File: src/pe_pkg.sv
package pe_pkg;

  ////////////////////////////////////////
  // sizes

  localparam int data_width      = 16;  // one part of a sample, q1.15
  localparam int dm_addr_width   = 8;
  localparam int dm_depth        = 256;
  localparam int xfer_base       = 128;  // neighbour words land from here up
  localparam int prog_addr_width = 4;
  localparam int prog_depth      = 16;
  localparam int prog_len_width  = prog_addr_width + 1;  // 0 to 16 instructions

  ////////////////////////////////////////
  // timing

  localparam int issue_gap  = 8;  // one instruction per 8 cycles, no hazards
  localparam int gap_width  = $clog2(issue_gap);
  localparam int rd_latency = 2;  // memory reg plus output reg
  localparam int wb_delay   = 4;  // dst carried from issue to write-back

  // issue edge to the cycle the operands sit on the ram outputs
  localparam int op_delay = rd_latency + 2;

  // cycles past the last issue slot before done
  localparam int run_tail  = 8;
  localparam int run_width = $clog2(prog_depth * issue_gap + run_tail + 1);

  ////////////////////////////////////////
  // types

  typedef enum logic [7:0] {
    op_nop = 8'h00,  // no write-back
    op_add = 8'h01,
    op_sub = 8'h02,
    op_mul = 8'h03
  } op_e;

  // one complex sample, re in the upper half
  typedef struct packed {
    logic [data_width-1:0] re;
    logic [data_width-1:0] im;
  } cplx_t;

  // three-address instruction, opcode in the top byte
  typedef struct packed {
    op_e                      op;
    logic [dm_addr_width-1:0] src2;  // read from bank b
    logic [dm_addr_width-1:0] src1;  // read from bank a
    logic [dm_addr_width-1:0] dst;
  } inst_t;

  // alu result on its way back to the data memory
  typedef struct packed {
    logic  valid;
    cplx_t data;
  } alu_res_t;

endpackage
File: src/cplx_alu.sv
// two stage complex alu
// q1.15 add, sub and multiply, truncation and wrap-around
module cplx_alu
  import pe_pkg::*;
(
  input  logic     clk,
  input  logic     rst,
  input  logic     op_v,
  input  op_e      op,
  input  cplx_t    a,
  input  cplx_t    b,
  output alu_res_t wb
);

  ////////////////////////////////////////
  // stage one

  logic                           s1_v;   // result expected next stage
  op_e                            s1_op;
  logic signed [2*data_width-1:0] p_rr;   // a.re * b.re
  logic signed [2*data_width-1:0] p_ii;   // a.im * b.im
  logic signed [2*data_width-1:0] p_ri;   // a.re * b.im
  logic signed [2*data_width-1:0] p_ir;   // a.im * b.re
  cplx_t                          s1_sum; // add or sub, already wrapped

  logic signed [2*data_width-1:0] mul_re;
  logic signed [2*data_width-1:0] mul_im;
  cplx_t                          res;

  always_ff @(posedge clk) begin
    if (rst) begin
      s1_v <= 1'b0;
    end else begin
      s1_v <= op_v && (op != op_nop);  // nop never writes back
    end
    s1_op <= op;
    p_rr  <= $signed(a.re) * $signed(b.re);
    p_ii  <= $signed(a.im) * $signed(b.im);
    p_ri  <= $signed(a.re) * $signed(b.im);
    p_ir  <= $signed(a.im) * $signed(b.re);
    if (op == op_sub) begin
      s1_sum.re <= a.re - b.re;  // 16 bit wrap
      s1_sum.im <= a.im - b.im;
    end else begin
      s1_sum.re <= a.re + b.re;
      s1_sum.im <= a.im + b.im;
    end
  end

  ////////////////////////////////////////
  // stage two

  // combine at 32 bits, then drop the extra sign bit and the low 15
  always_comb begin
    mul_re = p_rr - p_ii;
    mul_im = p_ri + p_ir;
    if (s1_op == op_mul) begin
      res.re = mul_re[2*data_width-2:data_width-1];
      res.im = mul_im[2*data_width-2:data_width-1];
    end else begin
      res = s1_sum;
    end
  end

  always_ff @(posedge clk) begin
    if (rst) begin
      wb.valid <= 1'b0;
    end else begin
      wb.valid <= s1_v;  // data memory writes on the next edge
    end
    wb.data <= res;
  end

  // program store and opcode delay hand over a defined op
  a_op_known : assert property (@(posedge clk) disable iff (rst)
    op_v |-> !$isunknown(op))
    else $error("unknown opcode at alu input");

endmodule

File: config.mk
export PLATFORM = sky130hd
export DESIGN_NAME = cplx_alu
export DESIGN_NICKNAME = d
export VERILOG_FILES = /design/src/pe_pkg.sv /design/src/cplx_alu.sv
export SDC_FILE = /design/constraint.sdc
export NUM_CORES = 2
export LEC_CHECK = 0
export BUFFER_PORTS_ARGS = -buffer_cell sky130_fd_sc_hd__buf_4
export CELL_PAD_IN_SITES_DETAIL_PLACEMENT = 0
export CELL_PAD_IN_SITES_GLOBAL_PLACEMENT = 1
export CORE_ASPECT_RATIO = 0.9
export CORE_UTILIZATION = 56
export CTS_CLUSTER_SIZE = 10
export DETAILED_ROUTE_END_ITERATION = 10
export PLACE_DENSITY_LB_ADDON = 0.1
export SLEW_MARGIN = 25
export SYNTH_ARGS = -nofsm -noshare
export SYNTH_HDL_FRONTEND = slang
export SYNTH_SLANG_ARGS = --single-unit
export TNS_END_PERCENT = 20
File: constraint.sdc
create_clock -name clk -period 19.81 [get_ports clk]
set_input_delay 2.9715 -clock clk [delete_from_list [all_inputs] [get_ports clk]]
set_output_delay 2.9715 -clock clk [all_outputs]
set_load 0.02 [all_outputs]
==> impl_metrics.py <==
metrics = {
    "outcome": {
        "status": "finished, final reports clean",
    },
    "grt": {
        "grt_max_degree": 38,
        "grt-busiest-layer": "met1",
        "gr-usage-met3_pct": 4.66,
        "first_global_vias": 34598,
        "met1_usage_pct": 44.0,
        "antenna_found_initial": 0,
        "grt_pass1_wl_mm": 191,
        "grt_use_met2_pct": 43.8,
        "grt.total_usage_pct": 29.2,
        "grt-ovfl-total": 0,
    },
    "min_path": {
        "min_from": "s1_sum[1]$_DFF_P_",
        "hold_path_class": "flop to flop",
        "whs_endpoint": "wb[1]$_DFF_P_",
        "hold_depth": 2,
    },
    "routing": {
        "viasPerCell": 5.34,
        "ant_nets": 0,
        "detail_route.drc_violations": 0,
        "drt-total-wl_mm": 116,
        "drt_iter0_markers": 2181,
        "dr.pass1.iters": 8,
        "wl_per_cell_um": 18.6,
        "vias": 33215,
    },
    "sta": {
        "setup_viol": 0,
        "hold_viol": 0,
        "grt_setup_unrepaired": "false",
        "setup_tns_ns": 0,
        "timing.final.crit_period_ns": 9.31,
        "fmax_ghz": 0.107,
        "period_share_pct": 47.0,
        "worst_pin_slew_ns": 1.13,
        "finClkSkew_ns": 0.0203,
        "drv_slew": 0,
        "timing.slew.headroom_pct": 23.7,
    },
    "place": {
        "place_area_um2": 48400,
        "dp_hpwl_mm": 86.0,
        "place_congestion": 0.878,
        "port-buffer-count": 107,
    },
    "synthesis": {
        "synth_cells": 5179,
        "ys_ff_latch": 198,
        "async_flop_share_pct": 0,
        "synth_edf_count": 0,
        "ys.flop_type": "dfxtp_1",
        "yosysSeqAreaShare_pct": 8.44,
        "syn-cell-area_um2": 47000,
        "yosysWarnings": 0,
        "syn-num-nets": 6692,
        "avgSynthCellArea_um2": 9.07,
        "yosys.cell_types.count": 71,
    },
    "layout": {
        "area_growth_pct": 4.31,
        "nFillCells": 7569,
        "finalNetCount": 6593,
        "drive_above_1_share_pct": 3.30,
        "seqCellArea_um2": 3960,
        "final_area_um2": 49000,
        "multi_input_area_um2": 37600,
    },
    "floorplan": {
        "core_um2": 82800,
        "fp-row-count": 100,
        "die_w_um": 307,
        "dieArea_um2": 85100,
        "die_y_um": 277,
        "ioPinCount": 108,
        "start_util_pct": 56.7,
    },
    "clocking": {
        "clock_sinks": 198,
        "ctsResizeCount": 0,
        "cts_hold_buf": 0,
        "cts_setup_buffers": 0,
        "cts.path.max_buffers": 2,
        "cts_tree": "built",
        "root_buffer": "clkbuf_16",
        "htreeDepth": 4,
        "clock_latency_ns": 0.52,
        "cts_buffers": 17,
        "clkSlewWorstSetupHoldPaths_ns": 0.08,
    },
    "setup_path": {
        "setup.worst_path.class": "primary input to flop",
        "start_kind": "primary input",
        "cp_top_family": "adder cells",
        "worst_r2r_path_depth": 11,
        "r2r-end": "wb[30]$_DFF_P_",
        "cp_data_arrival_time_ns": 9.77,
        "path_common_cell": "fa_1",
        "path_cells": "buf_4 -> nand2_1 -> fa_1 -> fa_1 -> fa_1 -> fa_1 -> inv_1 -> fa_1 -> fa_1 -> ha_1 -> a21o_1 -> a21o_1 -> a211oi_1 -> a21boi_0 -> o211ai_1 -> a211oi_1 -> o311ai_1 -> a21oi_1 -> xnor2_1",
        "cp_num_buf_inv": 2,
        "worstPathRequired_ns": 20.26,
        "slowest_stage": "a211oi_1",
        "rr_startpoint": "p_ii[2]$_DFF_P_",
        "crit_fanout": 33,
        "slowest_delay_ns": 0.67,
        "ff2ff_setup_slack_ns": 16.31,
        "crit_path_end_kind": "flop",
    },
    "flow_run": {
        "maxCapViolations": 0,
    },
}
-- worst max-delay path by stage --
stage               startpoint                to  slack [ns]  cells after the start
finish                   a[25]  p_ri[30]$_DFF_P_       10.50                     19
global route             b[15]  p_ri[30]$_DFF_P_       10.15                     20
CTS                      a[26]  p_ri[30]$_DFF_P_       10.67                     19
detailed placement       a[26]  p_ri[30]$_DFF_P_       10.14                     19
global placement         a[26]  p_ri[30]$_DFF_P_       10.25                     19
floorplan                a[31]  p_rr[30]$_DFF_P_       10.85                     22
-- stage by stage --
stage / std cells / util [%] / hold slack (ns) / setup slack, ns
after CTS: 6215 / 59.2 / 0.422 / 10.67
after global routing: 6215 / 59.2 / 0.457 / 10.15
after floorplan: 5179 / - / 0.401 / 10.85
final: 6216 / 59.2 / 0.419 / 10.50
after global placement: 6183 / 58.4 / 0.407 / 10.25
after detailed placement: 6183 / 58.4 / 0.410 / 10.14
-- worst reg2reg max path, cell delays in order, from the launching register on --
cell and delay, ns:
dfxtp_1 0.31, inv_1 0.04, ha_1 0.28, nand2_1 0.05, o21ai_0 0.14, a41oi_1 0.27, o21ai_0 0.71, a211oi_2 0.31
a211oi_1 0.70, o21bai_1 0.19, and4_1 0.22, o31ai_1 0.22
-- cell type report --
type	instances	area share [%]
flip-flops and latches	198	8.09
inverters	1208	9.25
repair buffers	112	1.72
diodes	1	0.00511
well taps	1122	2.86
clock buffers	21	0.980
clock inverters	11	0.324
multi-input cells	3543	76.8
-- placed cells by master, fill, tap and decap left out, types with 20 or more instances in the layout --
master	Yosys	final
ha_1	412	412
xnor2_1	153	153
a21oi_1	125	125
nor2b_1	20	20
inv_1	1208	1206
buf_4	0	112
o21ai_0	97	97
nor2_1	145	145
nand2_1	596	596
and2_1	475	475
nand3_1	34	34
nor3_1	53	53
xor2_1	60	60
a21o_1	64	64
dfxtp_1	198	198
fa_1	1026	1026
nand2b_1	37	37
o21bai_1	22	22
-- logic make-up after synthesis --
logic type,after synthesis,synth area share (%)
buffers and inverters,1438,11.5
adder cells (fa/ha/maj),1438,54.7
AND/OR/NAND/NOR,1433,15.0
AO/OA/AOI/OAI,456,6.37
XOR/XNOR,213,3.97
flip-flops,198,8.44
multiplexers,3,0.0666
-- synthesized netlist by cell type (64+ instances only) --
master    instances  area (µm²)
o21ai_0          97         485
dfxtp_1         198        3960
inv_1          1208        4530
and2_1          475        2970
clkbuf_1        225         845
xnor2_1         153        1340
a21oi_1         125         626
fa_1           1026       20500
a21o_1           64         480
nand2_1         596        2240
ha_1            412        5150
nor2_1          145         544
-- state kept, by name (all words and copies together) (netlist names) --
register / flops
s1_sum: 32
p_ii: 31
p_ir: 31
s1_v: 1
s1_op: 8
p_ri: 31
p_rr: 31
wb: 33
-- per-layer routing --
metal / wire [µm] / up-vias
met1: 54300 / 16953
met4: 2800 / 0
met5: 0 / -
li1: - / 15221
met2: 50800 / 947
met3: 7660 / 94
Power is left out: the tool's default activity adds up to more than one toggle a clock period on the data nets, which glitch-free logic cannot reach.
