[src/pe_pkg.sv]
package pe_pkg;

  ////////////////////////////////////////
  // sizes

  localparam int data_width      = 16;  // one part of a sample, q1.15
  localparam int dm_addr_width   = 8;
  localparam int dm_depth        = 256;
  localparam int xfer_base       = 128;  // neighbour words land from here up
  localparam int prog_addr_width = 4;
  localparam int prog_depth      = 16;
  localparam int prog_len_width  = prog_addr_width + 1;  // 0 to 16 instructions

  ////////////////////////////////////////
  // timing

  localparam int issue_gap  = 8;  // one instruction per 8 cycles, no hazards
  localparam int gap_width  = $clog2(issue_gap);
  localparam int rd_latency = 2;  // memory reg plus output reg
  localparam int wb_delay   = 4;  // dst carried from issue to write-back

  // issue edge to the cycle the operands sit on the ram outputs
  localparam int op_delay = rd_latency + 2;

  // cycles past the last issue slot before done
  localparam int run_tail  = 8;
  localparam int run_width = $clog2(prog_depth * issue_gap + run_tail + 1);

  ////////////////////////////////////////
  // types

  typedef enum logic [7:0] {
    op_nop = 8'h00,  // no write-back
    op_add = 8'h01,
    op_sub = 8'h02,
    op_mul = 8'h03
  } op_e;

  // one complex sample, re in the upper half
  typedef struct packed {
    logic [data_width-1:0] re;
    logic [data_width-1:0] im;
  } cplx_t;

  // three-address instruction, opcode in the top byte
  typedef struct packed {
    op_e                      op;
    logic [dm_addr_width-1:0] src2;  // read from bank b
    logic [dm_addr_width-1:0] src1;  // read from bank a
    logic [dm_addr_width-1:0] dst;
  } inst_t;

  // alu result on its way back to the data memory
  typedef struct packed {
    logic  valid;
    cplx_t data;
  } alu_res_t;

endpackage
[src/inst_seq.sv]
// program store and issuer
// one instruction every issue_gap cycles, done after the last write-back
module inst_seq
  import pe_pkg::*;
(
  input  logic                       clk,
  input  logic                       rst,
  input  logic                       prog_we,
  input  logic [prog_addr_width-1:0] prog_addr,
  input  inst_t                      prog_inst,
  input  logic                       start,
  input  logic [prog_len_width-1:0]  prog_len,
  output logic                       inst_v,
  output inst_t                      inst,
  output logic                       op_v,
  output op_e                        op,
  output logic                       busy,
  output logic                       done
);

  logic [prog_len_width-1:0] pc;       // next instruction to fetch
  logic [gap_width-1:0]      gap_cnt;  // position inside the issue slot
  logic [run_width-1:0]      run_cnt;  // cycles since start
  logic [run_width-1:0]      run_end;
  logic                      fetch_go;
  logic                      fetch_d;  // fetch one cycle old
  logic [op_delay-1:0]       opv_sr;
  op_e                       op_sr [op_delay];

  // prefetch at the head of each slot, out of the store two cycles later
  assign fetch_go = busy && (gap_cnt == '0) && (pc < prog_len);

  // run_cnt is 0 in the first busy cycle, done goes high the cycle after the match
  assign run_end = run_width'(prog_len * issue_gap + run_tail - 2);

  always_ff @(posedge clk) begin
    if (rst) begin
      busy    <= 1'b0;
      done    <= 1'b0;
      pc      <= '0;
      gap_cnt <= '0;
      run_cnt <= '0;
      fetch_d <= 1'b0;
      inst_v  <= 1'b0;
      opv_sr  <= '0;
    end else begin
      fetch_d <= fetch_go;
      inst_v  <= fetch_d;  // with the store output
      opv_sr  <= {opv_sr[op_delay-2:0], inst_v};
      done    <= 1'b0;
      if (start && !busy) begin
        busy    <= 1'b1;
        pc      <= '0;
        gap_cnt <= '0;
        run_cnt <= '0;
      end else if (busy) begin
        run_cnt <= run_cnt + 1'b1;
        if (gap_cnt == gap_width'(issue_gap - 1)) begin
          gap_cnt <= '0;
        end else begin
          gap_cnt <= gap_cnt + 1'b1;
        end
        if (fetch_go) begin
          pc <= pc + 1'b1;
        end
        if (run_cnt == run_end) begin  // last result is in memory
          busy <= 1'b0;
          done <= 1'b1;
        end
      end
    end
  end

  // opcode waits for the operands to come out of the banks
  always_ff @(posedge clk) begin
    op_sr[0] <= inst.op;
    for (int i = 1; i < op_delay; i++) begin
      op_sr[i] <= op_sr[i-1];
    end
  end

  assign op_v = opv_sr[op_delay-1];
  assign op   = op_sr[op_delay-1];

  sdp_bram #(
    .word_t (inst_t),
    .depth  (prog_depth)
  ) prog_store (
    .clk   (clk),
    .rst   (rst),  // clears dout to an op_nop word
    .we    (prog_we),
    .waddr (prog_addr),
    .din   (prog_inst),
    .re    (fetch_go),
    .raddr (pc[prog_addr_width-1:0]),
    .dout  (inst)
  );

  // the host waits for done before starting again
  a_no_restart : assert property (@(posedge clk) disable iff (rst)
    start |-> !busy)
    else $error("start pulsed while busy");

endmodule

[src/sdp_bram.sv]
// simple dual port ram, one clock
// write in one cycle, read through two registers
module sdp_bram #(
  parameter type word_t = logic [31:0],
  parameter int  depth  = 256
) (
  input  logic                     clk,
  input  logic                     rst,
  input  logic                     we,
  input  logic [$clog2(depth)-1:0] waddr,
  input  word_t                    din,
  input  logic                     re,
  input  logic [$clog2(depth)-1:0] raddr,
  output word_t                    dout
);

  word_t mem [depth];
  word_t mem_q;  // first read stage, inside the ram primitive

  // write port and first read stage
  always_ff @(posedge clk) begin
    if (we) begin
      mem[waddr] <= din;
    end
    if (re) begin
      mem_q <= mem[raddr];  // holds while re is low
    end
  end

  // output register, the only state that rst touches
  always_ff @(posedge clk) begin
    if (rst) begin
      dout <= '0;
    end else begin
      dout <= mem_q;
    end
  end

endmodule

[config.mk]
export PLATFORM = sky130hd
export DESIGN_NAME = inst_seq
export DESIGN_NICKNAME = d
export VERILOG_FILES = /design/src/pe_pkg.sv /design/src/inst_seq.sv /design/src/sdp_bram.sv
export SDC_FILE = /design/constraint.sdc
export NUM_CORES = 1
export LEC_CHECK = 0
export BUFFER_PORTS_ARGS = -buffer_cell sky130_fd_sc_hd__clkbuf_2
export CAP_MARGIN = 20
export CORE_UTILIZATION = 25
export CTS_CLUSTER_DIAMETER = 120
export DETAILED_ROUTE_END_ITERATION = 7
export PLACE_DENSITY = 0.37
export RECOVER_POWER = 100
export REMOVE_ABC_BUFFERS = 1
export SETUP_SLACK_MARGIN = 0.5
export SYNTH_ARGS = -nofsm -noshare
export SYNTH_HDL_FRONTEND = slang
export SYNTH_SLANG_ARGS = --single-unit
export TNS_END_PERCENT = 5
[constraint.sdc]
create_clock -name clk -period 5.8 [get_ports clk]
set_clock_uncertainty 0.1 [all_clocks]
set_input_delay 1.45 -clock clk [delete_from_list [all_inputs] [get_ports clk]]
set_output_delay 1.45 -clock clk [all_outputs]
set_load 0.01 [all_outputs]
==> reports/metrics.yaml, run 1 <==
worst_setup_path:
  worstPathArrival_ns: 4.59
  required_ns: 6.00
  reg2reg_from: "pc[0]"
  worstPathCellList: "clkbuf_1, nand3b_1, nor2_1, buf_4"
  crit_start: "prog_addr[2]"
  critPathMaxStageDelay_ns: 2.20
  crit_buf_inv: 2
  r2r_cells: 5
  critPathKind: "in -> reg"
  r2r-end: "prog_store.mem_q[15]"
  cp-start-kind: "input pin"
  path_delay_family: "simple AND/OR/NAND/NOR gates"
  end_kind: "register"
  slowest_stage: "nor2_1"
  r2r_slack_ns: 1.63
  crit_fanout: 20
pwr:
  ir_worst_vdd_uv: 188
  p_leak_nw: 8.34
  finalPower_mw: 10.2
  p_per_area_mw_per_mm2: 372
placed_design:
  gp_congestion: 0.681
  placed_cells: 2339
  placement.io_buffers: 88
  dp_hpwl_um: 31700
  post_dp_cell_area_mm2: 0.0252
worst_hold_path:
  min_to: "op_sr[1][6]"
  min_path_cells: 0
  hold_path.class: "reg -> reg"
  worstHoldStart: "op_sr[0][6]"
timing:
  period_needed_ns: 4.39
  max_slew_margin_pct: -100
  final_max_slew_viol_count: 389
  fin_tns_setup_ns: 0
  max_freq_mhz: 228
  setup_viol: 0
  fin_crit_sh_pct: 75.8
  worstMarginPinSlew_ns: 3.00
  finalHoldViolations: 0
  rsz0062_at_grt: "no"
yosys:
  synthArstFlopShare_pct: 0
  synth_area_mm2: 0.0231
  synth-seq-cells: 632
  synth_edf_count: 544
  synth_cell_types: 36
  yosysSeqAreaShare_pct: 78.2
  avgSynthCellArea_um2: 21.3
  synth_ff_type: "edfxtp_1"
  yosysWarningCount: 0
  netlist_instances: 1087
outcome:
  status: "finished, violations left"
  violations: "max-capacitance violations, max-slew violations"
cells_and_area:
  layout_common_cells: "544 x edfxtp_1, 128 x mux4_2, 119 x clkbuf_1"
  layout-drive-gt1-share_pct: 20.6
  final_util_pct: 29.8
  syn_to_final_growth_pct: 18.1
  nets: 1285
  final_common_cell: "edfxtp_1"
  stdcell_area_mm2: 0.0273
  final_cell_count_no_fill: 2479
global_routing:
  grt_antenna_before_repair: 1
  grt_usage_pct: 12.1
  grt.overflow.total: 0
  grt_pass1_wl_um: 82500
  grt_pass1_vias: 11830
  grt_max_degree: 64
detailed_routing:
  drc: 0
  wl_per_cell_um: 22.5
  drtAntennaViolNets: 0
  drt-pass1-iter-count: 4
  routed_wl_um: 55900
  viasPerCell: 4.29
  vias: 10639
  drt-initial-drc-count: 655
clock_network:
  tritoncts: "yes"
  post_cts_buffers: 0
  clock-sinks: 632
  ctsResizeCount: 0
  clockRootBuffer: "clkbuf_16"
  clkLatencyLatePin_ns: 0.62
  cts_max_level: 3
  holdBufCountCts: 0
  path_clk_slew_ns: 0.06
  numCtsBuffers: 75
  cts_buffer_depth: 3
die:
  num_io_pins: 89
  die_x_um: 306
  core_area_mm2: 0.0917
  initial_core_util_pct: 25.2
  die_y_um: 306
  die-area_mm2: 0.0937
  num_rows: 111
flow_run:
  maxCapViolCount: 15
==> worst max-delay path by stage <==
stage,end,slack [ns],depth (start not counted)
final,prog_store.mem[9][15],1.41,4
after global routing,prog_store.mem[13][7],1.14,4
after CTS,prog_store.mem_q[26],2.37,7
after detailed placement,prog_store.mem_q[2],1.71,7
after global placement,prog_store.mem_q[2],1.77,7
after floorplan,prog_store.mem_q[0],-1.15,4
==> kinds of logic (layout without fill, tap and decap cells) <==
| kind of cell | count (synthesis) | count (layout) | share of synthesized area, % |
|---|---|---|---|
| other | 0 | 1 | 0 |
| buffers and inverters | 62 | 267 | 1.51 |
| xor gates and xnor gates | 12 | 12 | 0.454 |
| and+or+nand+nor | 128 | 128 | 3.09 |
| DFF | 632 | 632 | 78.2 |
| muxes | 163 | 163 | 14.0 |
| AOI/OAI and AO/OA | 80 | 80 | 2.19 |
| adders and majority gates | 10 | 10 | 0.541 |
==> through the flow <==
stage / hold WS, ns / setup slack, ns
2_1_floorplan: 0.210 / -1.15
3_3_place_gp: 0.210 / 1.77
3_5_place_dp: 0.212 / 1.71
4_1_cts: 0.225 / 2.37
5_1_grt: 0.233 / 1.14
6_report: 0.224 / 1.41
==> power breakdown <==
part	switching (mW)	internal [mW]	total (mW)
clock network	1.86	2.81	4.67
logic	0.227	0.153	0.381
registers	0.0465	5.06	5.11
total	2.14	8.02	10.2
==> registers in the layout, summed over array words and instances (netlist names), 3 cells and up <==
register and count:
prog_store.mem_q 32, run_cnt 8, gap_cnt 3, prog_store.dout 32, prog_store.mem 512, opv_sr 4, pc 5, op_sr 32
==> layout make-up <==
class | instances | area, um2
Clock inverter | 27 | 218
Multi-Input combinational cell | 393 | 4690
Inverter | 9 | 33.8
Sequential cell | 632 | 18100
Timing Repair Buffer | 119 | 492
Clock buffer | 112 | 2270
Fill cell | 9017 | 64400
Tap cell | 1186 | 1480
Antenna cell | 1 | 2.50
==> routing by layer <==
| metal | track usage, % | part of all wire (%) | wire length (um) |
|---|---|---|---|
| met1 | 15.9 | 45 | 25400 |
| met2 | 20.2 | 49 | 27300 |
| met4 | 3.49 | 2.3 | 1280 |
| met3 | 2.49 | 3.5 | 1950 |
| met5 | 0 | 0 | 0 |
==> worst reg2reg max path: cells and delay by family, from the launching register on <==
family / cells / cell delay, ns
AOI/OAI and AO/OA: 2 / 0.64
buffers and inverters: 1 / 1.50
DFF: 1 / 0.86
muxes: 1 / 0.65
and+or+nand+nor: 1 / 0.15
==> Yosys cell counts (2+ instances only) <==
master / instances / area, um2
a211oi_1: 33 / 248
a21o_1: 2 / 15.0
a21oi_1: 37 / 185
buf_1: 8 / 30.0
buf_2: 8 / 40.0
buf_4: 5 / 37.5
buf_6: 6 / 67.6
buf_8: 2 / 30.0
clkbuf_1: 22 / 82.6
dfxtp_1: 88 / 1760
edfxtp_1: 544 / 16300
ha_1: 10 / 125
inv_1: 9 / 33.8
mux2i_1: 35 / 350
mux4_2: 128 / 2880
nand2_1: 5 / 18.8
nand2b_1: 4 / 25.0
nand3_1: 4 / 20.0
nand3b_1: 2 / 15.0
nand4_1: 4 / 25.0
nor2_1: 26 / 97.6
nor2b_1: 69 / 432
nor3_1: 7 / 35.0
o21ai_0: 4 / 20.0
or3_1: 4 / 25.0
xnor2_1: 5 / 43.8
xor2_1: 7 / 61.3
No activity file was read; power rests on OpenSTA's default activity.
==> run 2: changes to the inputs <==
--- a/config.mk
+++ b/config.mk
@@ -10,7 +10,7 @@
 export CORE_UTILIZATION = 25
 export CTS_CLUSTER_DIAMETER = 120
 export DETAILED_ROUTE_END_ITERATION = 7
-export PLACE_DENSITY = 0.37
+export PLACE_DENSITY = 0.38
 export RECOVER_POWER = 100
 export REMOVE_ABC_BUFFERS = 1
 export SETUP_SLACK_MARGIN = 0.5
==> constraint.sdc (replaced) <==
create_clock -name clk -period 3.61 [get_ports clk]
set_clock_uncertainty 0.1 [all_clocks]
set_input_delay 0.9025 -clock clk [delete_from_list [all_inputs] [get_ports clk]]
set_output_delay 0.9025 -clock clk [all_outputs]
set_load 0.01 [all_outputs]
==> run 2 against run 1 <==
  * The flow still finishes with violations (max-capacitance violations, max-slew violations)
  * Worst hold slack worse by 0.0012 ns
  * Critical path depth grew 2
  * Count of clock-buffer cells in the layout fell by 15
  * Core utilization is 0.12 points higher
  * Global-route usage is 0.41 points lower
  * Flip-flop and latch count stayed put
  * Sequential share of layout area shrank 0.26 points
  * Register-to-register slack lost 0.86 ns
  * Via count fell by 0.48%
  * Design area increased by 0.40%
  * Die area is the same
  * Cell count shrank 0.16%
  * Critical endpoint is now prog_store.mem_q[11]
  * Largest cell class unchanged
==> reports/metrics.yaml, run 2 (synthesis gave the netlist of run 1 again) <==
global_routing:
  grt_usage_pct: 11.7
  grt_antenna_before_repair: 2
  grt.met1_usage_pct: 16.2
  top_usage_layer: "met2"
  grt.overflow.total: 0
  met3_usage_pct: 2.42
  use_met2_pct: 18.4
  grt_pass1_wl_um: 79900
  grt_max_degree: 101
  grt_pass1_vias: 11649
cells_and_area:
  filler_cell_count: 8993
  antenna_cells: 0
  layout_common_cells: "544 x edfxtp_1, 128 x mux4_2, 103 x clkbuf_1"
  top_register: "prog_store.mem"
  final_common_cell: "edfxtp_1"
  largest_reg_flops: 512
  multi_input_area_mm2: 0.00475
  syn_to_final_growth_pct: 18.5
  nets: 1285
  final_cell_count_no_fill: 2475
  layout-drive-gt1-share_pct: 22.3
  register_area_mm2: 0.0181
clock_network:
  cts_buffer_depth: 3
  cts_max_level: 3
  clock-sinks: 632
  numCtsBuffers: 75
  holdBufCountCts: 0
  ctsResizeCount: 0
  clkLatencyLatePin_ns: 0.60
  clockRootBuffer: "clkbuf_16"
  post_cts_buffers: 0
  tritoncts: "yes"
  path_clk_slew_ns: 0.06
worst_setup_path:
  critPathMaxStageDelay_ns: 0.55
  critPathKind: "reg -> reg"
  worstPathArrival_ns: 3.05
  crit_fanout: 13
  end_kind: "register"
  worstPathCellList: "clkbuf_1, inv_1, a2111oi_0, o21ai_2, inv_2, buf_12"
  slowest_stage: "a2111oi_0"
  cp-start-kind: "register"
  required_ns: 3.81
die:
  die_x_um: 306
  num_io_pins: 89
  core_area_mm2: 0.0917
  die-area_mm2: 0.0937
  initial_core_util_pct: 25.2
  die_y_um: 306
  num_rows: 111
placed_design:
  gp_congestion: 0.680
  placement.io_buffers: 88
  dp_hpwl_um: 28100
  placed_cells: 2339
timing:
  max_freq_mhz: 352
  rsz0062_at_grt: "no"
  max_slew_margin_pct: -1.33
  fin_crit_sh_pct: 78.8
  timing.hold.ws_ns: 0.223
  worstMarginPinSlew_ns: 1.52
  period_needed_ns: 2.84
  final_max_slew_viol_count: 44
  setup_viol: 0
  finalHoldViolations: 0
pwr:
  p_per_area_mw_per_mm2: 590
  p_leak_nw: 8.37
  ir_worst_vdd_uv: 253
worst_hold_path:
  hold_path.class: "reg -> reg"
detailed_routing:
  wl_per_cell_um: 21.8
  viasPerCell: 4.28
  drc: 0
  drt-initial-drc-count: 510
  vias: 10588
  drtAntennaViolNets: 0
  drt-pass1-iter-count: 4
  routed_wl_um: 54000
outcome:
  violations: "max-capacitance violations, max-slew violations"
  status: "finished, violations left"
flow_run:
  maxCapViolCount: 2
run 2: cell count changes in the layout (fill, tap and decap cells not counted), sizes merged:
cell,delta
inv,+2
buf,+4
diode,-1
clkbuf,-19
clkinv,+5
bufinv,+4
clkinvlp,+1
run 2: cell type report:
| type | instances | area share [%] |
|---|---|---|
| well taps | 1186 | 5.41 |
| flip-flops and latches | 632 | 66.1 |
| repair buffers | 119 | 2.32 |
| clock inverters | 39 | 1.40 |
| multi-input cells | 393 | 17.3 |
| inverters | 9 | 0.123 |
| clock buffers | 97 | 7.33 |
run 2: final timing paths:
check	start	endpoint	slack (ns)	cells after the start
setup / recovery	busy	prog_store.mem_q[11]	0.77	6
hold / removal	op_sr[1][7]	op_sr[2][7]	0.22	0
hold reg to reg	op_sr[1][7]	op_sr[2][7]	0.22	0
setup reg to reg	busy	prog_store.mem_q[11]	0.77	6
run 2: stage by stage:
stage	util (%)	TNS (ns)	cell area, um2	total power [mW]	setup WS [ns]
finish	29.9	0	27400	16.2	0.767
floorplan	-	-269.52	22800	8.73	-3.34
global placement	27.6	0	25300	9.02	0.590
global route	29.9	0	27400	16.8	0.556
CTS	30.2	0	27700	16.5	1.08
detailed placement	27.6	0	25300	9.03	0.543
run 2: worst max-delay path, delay by kind of cell (launching register included):
kind,cells,cell delay (ns)
AO/OA/AOI/OAI,2,0.82
flip-flops,1,0.30
buffers and inverters,4,1.29
run 2: power by group:
| group | internal [mW] | total (mW) | switching [mW] |
|---|---|---|---|
| Sequential | 8.13 | 8.18 | 0.0493 |
| Clock | 4.37 | 7.35 | 2.98 |
| Combinational | 0.255 | 0.641 | 0.386 |
run 2: per-layer routing:
layer	up-vias	share of wire, %	wire (um)
met4	4	2.0	1060
met2	199	47	25200
met5	-	0.043	23
met3	79	4.7	2540
met1	5598	47	25200
li1	4708	-	-
==> run 3: changes to the inputs <==
==> constraint.sdc (replaced) <==
create_clock -name clk -period 2.4 [get_ports clk]
set_clock_uncertainty 0.1 [all_clocks]
set_input_delay 0.6 -clock clk [delete_from_list [all_inputs] [get_ports clk]]
set_output_delay 0.6 -clock clk [all_outputs]
set_load 0.01 [all_outputs]
==> run 3 against run 2 <==
  * The run ends with max-capacitance violations left
  * Non-clock buffer count rose by 61
  * Via count rose by 3.1%
  * Flip-flop and latch count did not move
  * Count of clock-buffer cells in the layout rose by 12
  * Critical path type is now in -> reg
  * Cell count rose by 2.4%
==> reports/metrics.yaml, run 3 (synthesis gave the netlist of run 1 again) <==
die:
  core_area_mm2: 0.0917
  num_rows: 111
  die_x_um: 306
  die_y_um: 306
  die-area_mm2: 0.0937
  initial_core_util_pct: 25.2
  num_io_pins: 89
pwr:
  p_per_area_mw_per_mm2: 862
  p_sw_mw: 5.18
  pwr-share-seq_pct: 50.4
  switching_share_pct: 21.2
  ir_worst_vdd_uv: 517
  finalPower_mw: 24.4
  p_int_mw: 19.2
  p_leak_nw: 8.80
  combPwrFrac_pct: 5.1
  p_clk_share_pct: 44.6
global_routing:
  grt.overflow.total: 0
  grt_antenna_before_repair: 3
  grt_max_degree: 68
  grt_usage_pct: 12.5
  grt_pass1_wl_um: 84700
  grt_pass1_vias: 11926
cells_and_area:
  layout-drive-gt1-share_pct: 26.7
  multi_input_area_mm2: 0.00490
  layout_common_cells: "544 x edfxtp_1, 128 x mux4_2, 114 x clkbuf_1"
  antenna_cells: 0
  stdcell_area_mm2: 0.0283
  filler_cell_count: 8933
  top_register: "prog_store.mem"
  final_common_cell: "edfxtp_1"
  syn_to_final_growth_pct: 22.5
  largest_reg_flops: 512
  register_area_mm2: 0.0181
  nets: 1344
worst_setup_path:
  end_kind: "register"
  worstPathCellList: "clkbuf_1, or3b_2, nor3_2, buf_2"
  crit_start: "prog_addr[2]"
  reg2reg_from: "pc[0]"
  r2r-end: "prog_store.mem_q[3]"
  critPathKind: "in -> reg"
  r2r_cells: 7
  required_ns: 2.51
  cp-endpoint: "prog_store.mem[0][3]"
  cp-start-kind: "input pin"
  crit_fanout: 32
  slowest_stage: "buf_2"
  r2r_slack_ns: 0.22
  worstPathArrival_ns: 2.31
  critPathMaxStageDelay_ns: 0.89
placed_design:
  dp_hpwl_um: 30100
  dp_slack_ns: -0.0847
  gp_congestion: 0.679
  placement.io_buffers: 88
  post_dp_cell_area_mm2: 0.0257
timing:
  period_needed_ns: 2.20
  max_slew_margin_pct: 0.690
  fin_crit_sh_pct: 91.7
  finalHoldViolations: 0
  max_freq_mhz: 455
  fin_ws_ns: 0.200
  fin_tns_setup_ns: 0
  final_max_slew_viol_count: 0
  rsz0062_at_grt: "yes"
  timing.hold.ws_ns: 0.168
  worstMarginPinSlew_ns: 1.49
  setup_viol: 0
detailed_routing:
  vias: 10918
  drt-initial-drc-count: 701
  wl_per_cell_um: 22.9
  drtAntennaViolNets: 0
  drt-pass1-iter-count: 5
  viasPerCell: 4.31
  routed_wl_um: 58000
  drc: 0
worst_hold_path:
  hold_path.class: "in -> reg"
  worstHoldStart: "start"
clock_network:
  clockRootBuffer: "clkbuf_16"
  path_clk_slew_ns: 0.06
  clock-sinks: 632
  clkLatencyLatePin_ns: 0.61
  numCtsBuffers: 73
  cts_buffer_depth: 3
  tritoncts: "yes"
  cts_max_level: 3
outcome:
  violations: "max-capacitance violations"
  status: "finished, violations left"
flow_run:
  maxCapViolCount: 1
==> run 3: cell types whose count changed in the layout (fill, tap and decap cells not counted), sizes merged <==
cell | previous run | this run
buf | 13 | 67
clkbuf | 203 | 221
clkinv | 29 | 17
bufinv | 6 | 4
bufbuf | 0 | 1
==> run 3: metrics by stage <==
stage / utilization [%] / cells
floorplan: - / 1034
global placement: 28.1 / 2370
detailed placement: 28.1 / 2370
CTS: 31.2 / 2525
global route: 30.9 / 2534
finish: 30.9 / 2534
==> run 3: layer usage <==
layer | global-route usage [%] | part of all wire, % | vias to the layer above
li1 | - | - | 4831
met1 | 17.5 | 48 | 5821
met4 | 3.16 | 1.4 | 4
met2 | 19.8 | 46 | 195
met3 | 2.64 | 4.3 | 67
met5 | 0 | 0.043 | -
==> run 3: final cells by class <==
class	count	share of cell area (%)
Sequential cell	632	63.9
Multi-Input combinational cell	393	17.3
Clock buffer	109	7.32
Tap cell	1186	5.24
Timing Repair Buffer	180	5.18
Clock inverter	25	0.919
Inverter	9	0.128
==> run 3: worst min path at each step <==
stage	end	cells after the start	slack, ns
after floorplan	op_sr[1][0]	0	0.21
after global placement	op_sr[3][4]	0	0.21
after detailed placement	op_sr[1][5]	0	0.21
after CTS	busy	3	0.12
after global routing	busy	3	0.14
final	busy	3	0.17
==> run 3: what timing repair did <==
item	CTS	global route
endpoints found under the hold margin	0	0
hold buffers	0	0
pin swaps	9	4
setup buffers	14	8
gates cloned	7	1
endpoints found under the setup margin	69	69
gates resized for setup	38	9
==> run 3: power by group through the flow <==
stage	Combinational (mW)	Clock (mW)	Sequential [mW]
floorplan	0.518	0	12.6
global route	1.35	11.7	12.3
CTS	1.30	11.3	12.3
detailed placement	1.11	0	12.5
global placement	1.10	0	12.5
finish	1.23	10.9	12.3
==> run 3: critical path, delay by kind of cell <==
| family | cells | cell delay, ns |
|---|---|---|
| buffers and inverters | 2 | 0.99 |
| AND/OR/NAND/NOR | 2 | 0.69 |
